**src/design/joy_pkg.sv**
```systemverilog
// shared constants for the two-port DB9 reader; assumes two 74HC165 parts and Sega 3/6 button pads.
`default_nettype none

package joy_pkg;

    localparam int joy_clk_div    = 4;  // clk cycles per joy_clk half period.
    localparam int joy_frame_bits = 16; // one 8-bit field per port.

    // where each port field sits inside the serial frame.
    localparam int port1_base = 8;      // frame bits 15..8.
    localparam int port2_base = 0;      // frame bits 7..0.
    localparam int port_field_w = 8;

    // pin places inside an 8-bit port field.
    localparam int fld_up    = 7;
    localparam int fld_down  = 6;
    localparam int fld_left  = 5;
    localparam int fld_right = 4;
    localparam int fld_p6    = 3;
    localparam int fld_p9    = 2;       // bits 1..0 are spare.

    // places inside the 6-bit pin snapshot.
    localparam int pin_up    = 5;
    localparam int pin_down  = 4;
    localparam int pin_left  = 3;
    localparam int pin_right = 2;
    localparam int pin_p6    = 1;
    localparam int pin_p9    = 0;

    // select sequence.
    localparam int sega_phases     = 8;  // hs-timed phases per scan.
    localparam int sega_idle_lines = 16; // hs pulses with select parked high.
    localparam int sega_phase_w    = $clog2(sega_phases);
    localparam int sega_idle_w     = $clog2(sega_idle_lines);

    localparam logic [sega_phase_w-1:0] ph_dir_bc   = sega_phase_w'(0); // udlr, b on p6, c on p9.
    localparam logic [sega_phase_w-1:0] ph_a_start  = sega_phase_w'(1); // a on p6, start on p9.
    localparam logic [sega_phase_w-1:0] ph_six_id   = sega_phase_w'(5); // udlr all low on 6-button.
    localparam logic [sega_phase_w-1:0] ph_xyz_mode = sega_phase_w'(6); // z y x mode on udlr.

    // raw active-low word layout.
    localparam int raw_mode  = 11;
    localparam int raw_x     = 10;
    localparam int raw_y     = 9;
    localparam int raw_z     = 8;
    localparam int raw_start = 7;
    localparam int raw_a     = 6;
    localparam int raw_c     = 5;
    localparam int raw_b     = 4;
    localparam int raw_up    = 3;
    localparam int raw_down  = 2;
    localparam int raw_left  = 1;
    localparam int raw_right = 0;

    // active high output: mode start x y z c b a up down left right.
    function automatic logic [11:0] to_player_word(input logic [11:0] raw);
        return ~{raw[raw_mode], raw[raw_start],
                 raw[raw_x], raw[raw_y], raw[raw_z],
                 raw[raw_c], raw[raw_b], raw[raw_a],
                 raw[raw_up], raw[raw_down], raw[raw_left], raw[raw_right]};
    endfunction

endpackage

`default_nettype wire

```
**src/design/joy_serial_reader.sv**
```systemverilog
// reads the 16-bit 74HC165 chain back to back; joy_data must be stable by the end of each low half.
`default_nettype none

module joy_serial_reader
    import joy_pkg::*;
(
    input  logic       clk,
    input  logic       arst_n,
    input  logic       joy_data,
    output logic       joy_clk,
    output logic       joy_load,     // active low parallel load.
    output logic [5:0] port1_pins,   // up down left right p6 p9, active low.
    output logic [5:0] port2_pins
);

    localparam int div_w = (joy_clk_div > 1) ? $clog2(joy_clk_div) : 1;
    localparam int bit_w = $clog2(joy_frame_bits);
    localparam logic [div_w-1:0] div_last = div_w'(joy_clk_div - 1);
    localparam logic [bit_w-1:0] bit_last = bit_w'(joy_frame_bits - 1);

    typedef enum logic [1:0] {
        st_idle,                     // short gap after reset.
        st_load,                     // one joy_clk period with load low.
        st_shift                     // sixteen joy_clk periods.
    } state_t;

    state_t                    state, state_nx;
    logic [div_w-1:0]          div_cnt;
    logic                      half, half_nx;        // 0 low half, 1 high half.
    logic [bit_w-1:0]          bit_cnt, bit_cnt_nx;  // shift period index.
    logic                      tick;
    logic                      sample;
    logic                      frame_done;
    logic [joy_frame_bits-1:0] shift_q;

    // picks the six used pins out of one port field.
    function automatic logic [5:0] split_port(input logic [port_field_w-1:0] field);
        return {field[fld_up], field[fld_down], field[fld_left],
                field[fld_right], field[fld_p6], field[fld_p9]};
    endfunction

    assign tick   = div_cnt == div_last;                         // end of a half period.
    assign sample = tick && (state == st_shift) && !half;        // last clk of the low half.

    always_comb begin
        state_nx   = state;
        half_nx    = half;
        bit_cnt_nx = bit_cnt;
        if (tick) begin
            case (state)
                st_idle: begin
                    state_nx = st_load;
                    half_nx  = 1'b0;
                end
                st_load: begin
                    half_nx = !half;
                    if (half) begin                              // load period over.
                        state_nx   = st_shift;
                        bit_cnt_nx = '0;
                    end
                end
                default: begin
                    half_nx = !half;
                    if (half) begin
                        if (bit_cnt == bit_last) begin
                            state_nx = st_load;                  // next frame right away.
                        end else begin
                            bit_cnt_nx = bit_cnt + 1'b1;
                        end
                    end
                end
            endcase
        end
    end

    always_ff @(posedge clk or negedge arst_n) begin
        if (!arst_n) begin
            state    <= st_idle;
            half     <= 1'b0;
            bit_cnt  <= '0;
            div_cnt  <= '0;
            joy_load <= 1'b1;
            joy_clk  <= 1'b0;
        end else begin
            state    <= state_nx;
            half     <= half_nx;
            bit_cnt  <= bit_cnt_nx;
            div_cnt  <= tick ? '0 : div_cnt + 1'b1;
            joy_load <= state_nx != st_load;                     // registered, no glitches.
            joy_clk  <= (state_nx == st_shift) && half_nx;       // rises with the sample.
        end
    end

    // frame bit 15 arrives first and ends up on top.
    always_ff @(posedge clk) begin
        if (sample) begin
            shift_q <= {shift_q[joy_frame_bits-2:0], joy_data};
        end
    end

    always_ff @(posedge clk or negedge arst_n) begin
        if (!arst_n) begin
            frame_done <= 1'b0;
            port1_pins <= '1;                                    // released.
            port2_pins <= '1;
        end else begin
            frame_done <= sample && (bit_cnt == bit_last);       // 16th sample taken.
            if (frame_done) begin
                port1_pins <= split_port(shift_q[port1_base +: port_field_w]);
                port2_pins <= split_port(shift_q[port2_base +: port_field_w]);
            end
        end
    end

endmodule

`default_nettype wire

```
**src/design/neptuno_joy.sv**
```systemverilog
// two DB9 Sega pads behind one 74HC165 chain; no mouse, paddle or autofire, select shared.
`default_nettype none

module neptuno_joy
    import joy_pkg::*;
(
    input  logic        clk,
    input  logic        arst_n,
    input  logic        joy_data,    // serial out of the chain.
    input  logic        hs,          // one select step per pulse.
    output logic        joy_clk,
    output logic        joy_load,    // active low.
    output logic        select,      // shared by both pads.
    output logic [11:0] joy1,        // active high, mode start x y z c b a up down left right.
    output logic [11:0] joy2
);

    logic [5:0]  port1_pins;         // active low pin levels.
    logic [5:0]  port2_pins;
    logic [11:0] raw1;               // active low scanner words.
    logic [11:0] raw2;

    // chain clocking and pin snapshot.
    joy_serial_reader joy_serial_reader_i (
        .clk        (clk),
        .arst_n     (arst_n),
        .joy_data   (joy_data),
        .joy_clk    (joy_clk),
        .joy_load   (joy_load),
        .port1_pins (port1_pins),
        .port2_pins (port2_pins)
    );

    // select sequencing and button assembly.
    sega_pad_scanner sega_pad_scanner_i (
        .clk        (clk),
        .arst_n     (arst_n),
        .hs         (hs),
        .port1_pins (port1_pins),
        .port2_pins (port2_pins),
        .select     (select),
        .raw1       (raw1),
        .raw2       (raw2)
    );

    // reorder and invert.
    assign joy1 = to_player_word(raw1);   // player 1 on the upper frame field.
    assign joy2 = to_player_word(raw2);

endmodule

`default_nettype wire

```
**src/design/sega_pad_scanner.sv**
```systemverilog
// steps select once per hs pulse; hs pulses must be at least two serial frames apart.
`default_nettype none

module sega_pad_scanner
    import joy_pkg::*;
(
    input  logic        clk,
    input  logic        arst_n,
    input  logic        hs,
    input  logic [5:0]  port1_pins,   // active low snapshot from the reader.
    input  logic [5:0]  port2_pins,
    output logic        select,
    output logic [11:0] raw1,         // active low, mode x y z start a c b udlr.
    output logic [11:0] raw2
);

    localparam logic [sega_phase_w-1:0] last_phase = sega_phase_w'(sega_phases - 1);
    localparam logic [sega_idle_w-1:0]  last_idle  = sega_idle_w'(sega_idle_lines - 1);
    localparam logic [11:0] ext_mask = (12'b1 << raw_mode) | (12'b1 << raw_x) |
                                       (12'b1 << raw_y) | (12'b1 << raw_z);

    logic                    hs_meta;
    logic                    hs_sync;
    logic                    hs_last;
    logic                    hs_rise;
    logic [sega_phase_w-1:0] phase;
    logic                    in_idle;        // select parked high between scans.
    logic [sega_idle_w-1:0]  idle_cnt;
    logic [11:0]             pend1, pend2;   // words being built this scan.
    logic                    six1, six2;     // six-button pad seen.

    // stores the pins that the current phase carries.
    function automatic logic [11:0] capture_phase(input logic [11:0]             word,
                                                  input logic [5:0]              pins,
                                                  input logic [sega_phase_w-1:0] ph);
        logic [11:0] w;
        w = word;
        case (ph)
            ph_dir_bc: begin
                w[raw_up]    = pins[pin_up];
                w[raw_down]  = pins[pin_down];
                w[raw_left]  = pins[pin_left];
                w[raw_right] = pins[pin_right];
                w[raw_b]     = pins[pin_p6];
                w[raw_c]     = pins[pin_p9];
            end
            ph_a_start: begin
                w[raw_a]     = pins[pin_p6];
                w[raw_start] = pins[pin_p9];
            end
            ph_xyz_mode: begin
                w[raw_z]     = pins[pin_up];
                w[raw_y]     = pins[pin_down];
                w[raw_x]     = pins[pin_left];
                w[raw_mode]  = pins[pin_right];
            end
            default: begin
                w = word;                            // nothing read in this phase.
            end
        endcase
        return w;
    endfunction

    // 6-button pads pull all four directions low in phase 5.
    function automatic logic six_found(input logic [5:0] pins);
        return ~|{pins[pin_up], pins[pin_down], pins[pin_left], pins[pin_right]};
    endfunction

    // releases the extra buttons of a 3-button pad.
    function automatic logic [11:0] finish_word(input logic [11:0] word, input logic six);
        return six ? word : (word | ext_mask);
    endfunction

    assign hs_rise = hs_sync && !hs_last;

    always_ff @(posedge clk or negedge arst_n) begin
        if (!arst_n) begin
            hs_meta <= 1'b0;
            hs_sync <= 1'b0;
            hs_last <= 1'b0;
        end else begin
            hs_meta <= hs;                           // hs comes from another clock.
            hs_sync <= hs_meta;
            hs_last <= hs_sync;
        end
    end

    always_ff @(posedge clk or negedge arst_n) begin
        if (!arst_n) begin
            phase    <= '0;
            in_idle  <= 1'b0;
            idle_cnt <= '0;
            select   <= 1'b1;
            raw1     <= '1;
            raw2     <= '1;
        end else if (hs_rise) begin
            if (!in_idle) begin
                if (phase == last_phase) begin
                    in_idle  <= 1'b1;
                    idle_cnt <= '0;
                    select   <= 1'b1;                // pads time out while high.
                end else begin
                    phase  <= phase + 1'b1;
                    select <= phase[0];              // even phases high.
                end
            end else if (idle_cnt == last_idle) begin
                in_idle <= 1'b0;
                phase   <= '0;
                raw1    <= finish_word(pend1, six1); // both ports at once.
                raw2    <= finish_word(pend2, six2);
            end else begin
                idle_cnt <= idle_cnt + 1'b1;
            end
        end
    end

    // same capture for both ports.
    always_ff @(posedge clk) begin
        if (hs_rise && !in_idle) begin
            pend1 <= capture_phase(pend1, port1_pins, phase);
            pend2 <= capture_phase(pend2, port2_pins, phase);
            if (phase == ph_six_id) begin
                six1 <= six_found(port1_pins);
                six2 <= six_found(port2_pins);
            end
        end
    end

endmodule

`default_nettype wire

```
**config.mk**
```make
export PLATFORM = sky130hd
export DESIGN_NAME = neptuno_joy
export DESIGN_NICKNAME = d
export VERILOG_FILES = /design/src/design/joy_pkg.sv /design/src/design/joy_serial_reader.sv /design/src/design/neptuno_joy.sv /design/src/design/sega_pad_scanner.sv
export SDC_FILE = /design/constraint.sdc
export NUM_CORES = 1
export LEC_CHECK = 0
export ABC_AREA = 1
export BUFFER_PORTS_ARGS = -buffer_cell sky130_fd_sc_hd__buf_2
export CAP_MARGIN = 20
export CORE_MARGIN = 5
export CORE_UTILIZATION = 50
export CTS_BUF_LIST = sky130_fd_sc_hd__clkbuf_4 sky130_fd_sc_hd__clkbuf_8 sky130_fd_sc_hd__clkbuf_16
export CTS_CLUSTER_SIZE = 12
export DETAILED_ROUTE_END_ITERATION = 6
export PLACE_DENSITY_LB_ADDON = 0.1
export SLEW_MARGIN = 20
export SYNTH_ARGS = -nofsm -noshare
export SYNTH_HDL_FRONTEND = slang
export SYNTH_SLANG_ARGS = --single-unit
```
**constraint.sdc**
```tcl
create_clock -name clk -period 2.2 [get_ports clk]
set_clock_uncertainty 0.15 [all_clocks]
set_input_delay 0.44 -clock clk [delete_from_list [all_inputs] [get_ports clk]]
set_output_delay 0.44 -clock clk [all_outputs]
set_load 0.01 [all_outputs]
```
==> results.sh <==
export IMPL_fin_crit_sh_pct=78.79
export IMPL_fmax_mhz=576.9
export IMPL_cts_hold_buffers=0
export IMPL_clkSlewWorstSetupHoldPaths_ns=0.09
export IMPL_crit_fanout=7
export IMPL_cts_tree="yes"
export IMPL_powerDensity_nw_per_um2=792.6
export IMPL_hold_viol=0
export IMPL_io_buffers=30
export IMPL_initial_core_util_pct=51.51
export IMPL_final_nets=362
export IMPL_crit_arrival_ns=1.58
export IMPL_viasPerCell=4.759
export IMPL_final_common_cell="nand2_1"
export IMPL_design_area_sq_um=4474
export IMPL_status="finished, final reports clean"
export IMPL_syn_inst=309
export IMPL_diodes=0
export IMPL_drive_above_1_share_pct=36.90
export IMPL_ys_warn_count=0
export IMPL_maxCapViolations=0
export IMPL_cts_setup_buffers=0
export IMPL_cts_buffer_depth=2
export IMPL_first_global_vias=2134
export IMPL_slowest_delay_ns=0.46
export IMPL_final_cell_mix="nand2_1 (48), inv_1 (42), edfxtp_1 (42), dfstp_2 (38), buf_2 (30)"
export IMPL_place_area_sq_um=4278
export IMPL_routed_wl_um=5935
export IMPL_gp_congestion=0.8333
export IMPL_worstSetupEndpointType="register"
export IMPL_min_period_ns=1.733
export IMPL_grt_pass1_wl_um=10090
export IMPL_root_buffer="clkbuf_8"
export IMPL_area_growth_pct=11.82
export IMPL_slew_viol_final=0
export IMPL_antenna_found_initial=0
export IMPL_cts_inserted_buffers=9
export IMPL_ant_nets=0
export IMPL_timing_hold_ws_ns=0.03970
export IMPL_synth_area_sq_um=4001
export IMPL_fp_dieH_um=99.46
export IMPL_fin_cells=457
export IMPL_drt_iter0_markers=41
export IMPL_routedWlPerCell_um=12.99
export IMPL_critical_path_class="register to register"
export IMPL_ys_types=26
export IMPL_rsz0062_at_grt="no"
export IMPL_seq_area_frac_synth_pct=70.23
export IMPL_drc=0
export IMPL_synth_fp_nets=321
export IMPL_path_cells="nor2_2, nand2_1, nor3_1"
export IMPL_setup_viol=0
export IMPL_vdd_drop_max_v=0.0004332
export IMPL_cts_resized=0
export IMPL_dp_hpwl_um=4065
export IMPL_dp_cells=441
export IMPL_critPathSlowestCell="nor3_1"
export IMPL_synth_area_per_cell_sq_um=12.95
export IMPL_setup_tns_ns=0
export IMPL_cts_max_level=3
export IMPL_startpoint_type="register"
export IMPL_rows=32
export IMPL_coreArea_sq_um=7767
export IMPL_timing_slew_headroom_pct=63.02
export IMPL_cts_num_sinks=102
export IMPL_hold_path_class="input pin to register"
export IMPL_die_area_sq_um=9891
export IMPL_grt_remaining_overflow=0
export IMPL_grt_start_max_net_pins=49
export IMPL_vias=2175
export IMPL_leakage_nw=1.784
export IMPL_clk_latency_ns=0.35
export IMPL_ys_ff_latch=102
export IMPL_grt_util_all_layers_pct=13.05
export IMPL_worst_ep_required_time_ns=2.05
export IMPL_first_pass_iters=4
export IMPL_tightest_slew_ns=0.5546
export IMPL_io_pins=31
export IMPL_die_w_um=99.46
export IMPL_finalPower_mw=3.546
## sequential cells by signal, indices dropped and copies added (netlist names), 2 cells and up
register                        count
joy_serial_reader_i.bit_cnt         4
joy_serial_reader_i.div_cnt         2
joy_serial_reader_i.port1_pins      6
joy_serial_reader_i.port2_pins      6
joy_serial_reader_i.shift_q        16
joy_serial_reader_i.state           2
sega_pad_scanner_i.idle_cnt         4
sega_pad_scanner_i.pend1           12
sega_pad_scanner_i.pend2           12
sega_pad_scanner_i.phase            3
sega_pad_scanner_i.raw1            12
sega_pad_scanner_i.raw2            12
## worst paths after layout
check	cells past startpoint	end	slack, ns	start
hold / removal	1	sega_pad_scanner_i.hs_meta	0.04	hs
hold reg to reg	0	sega_pad_scanner_i.hs_sync	0.22	sega_pad_scanner_i.hs_meta
setup reg to reg	3	sega_pad_scanner_i.pend1[7]	0.47	sega_pad_scanner_i.hs_last
min in group asynchronous	1	sega_pad_scanner_i.raw2[10]	0.26	arst_n
setup / recovery	3	sega_pad_scanner_i.pend1[7]	0.47	sega_pad_scanner_i.hs_last
max in group asynchronous	2	joy_serial_reader_i.port1_pins[4]	1.33	arst_n
## worst max-delay path, delay by kind of cell (launching register included)
| kind | cells | cell delay (ns) |
|---|---|---|
| flip-flops | 1 | 0.38 |
| AND/OR/NAND/NOR | 3 | 0.85 |
## cell usage after synthesis, drive strengths merged
cell | count | share of area (%)
clkbuf | 2 | 0.38
dfstp | 38 | 25
xor2 | 1 | 0.22
ha | 8 | 2.5
buf | 4 | 1.4
nor4 | 2 | 0.31
dfrtp | 22 | 14
nor3 | 3 | 0.38
a21oi | 2 | 0.25
nand2 | 55 | 5.6
inv | 42 | 3.9
nand4 | 4 | 1.0
edfxtp | 42 | 32
nor2 | 14 | 1.6
mux2 | 12 | 3.4
or2 | 3 | 0.47
nand3 | 11 | 1.4
o21ai | 44 | 7.0
## power breakdown
part	switching (mW)	internal, mW	total [mW]
combinational	0.160	0.0904	0.251
clock	0.623	0.530	1.15
sequential	0.0705	2.07	2.14
## cell type report
class	instances	area, sq um
Fill cell	685	3293
Sequential cell	102	2810
Inverter	42	157.7
Clock inverter	7	72.57
Timing Repair Buffer	36	220.2
Tap cell	102	127.6
Clock buffer	9	123.9
Multi-Input combinational cell	159	962.2
## metal layers
| layer | vias up | global-route usage (%) | wire length [um] |
|---|---|---|---|
| li1 | 1099 | - | - |
| met1 | 1044 | 17.81 | 2896 |
| met2 | 27 | 19.63 | 2748 |
| met3 | 5 | 4.278 | 231 |
| met4 | 0 | 4.727 | 58 |
| met5 | - | 0 | 0 |
## metrics by stage
stage,setup slack (ns),utilization [%]
final,0.4667,57.60
after global routing,0.2424,57.60
after CTS,0.4183,57.60
after detailed placement,0.4304,55.07
after global placement,0.4982,55.07
after floorplan,0.2916,-
## cell families after synthesis
| logic type | share of synthesized area, % |
|---|---|
| buffers and inverters | 5.722 |
| xor gates and xnor gates | 0.2189 |
| and+or+nand+nor | 10.69 |
| AOI/OAI and AO/OA | 7.254 |
| adders and majority gates | 2.502 |
| DFF | 70.23 |
| muxes | 3.377 |
Note: power is estimated with default switching activity, not from simulation.
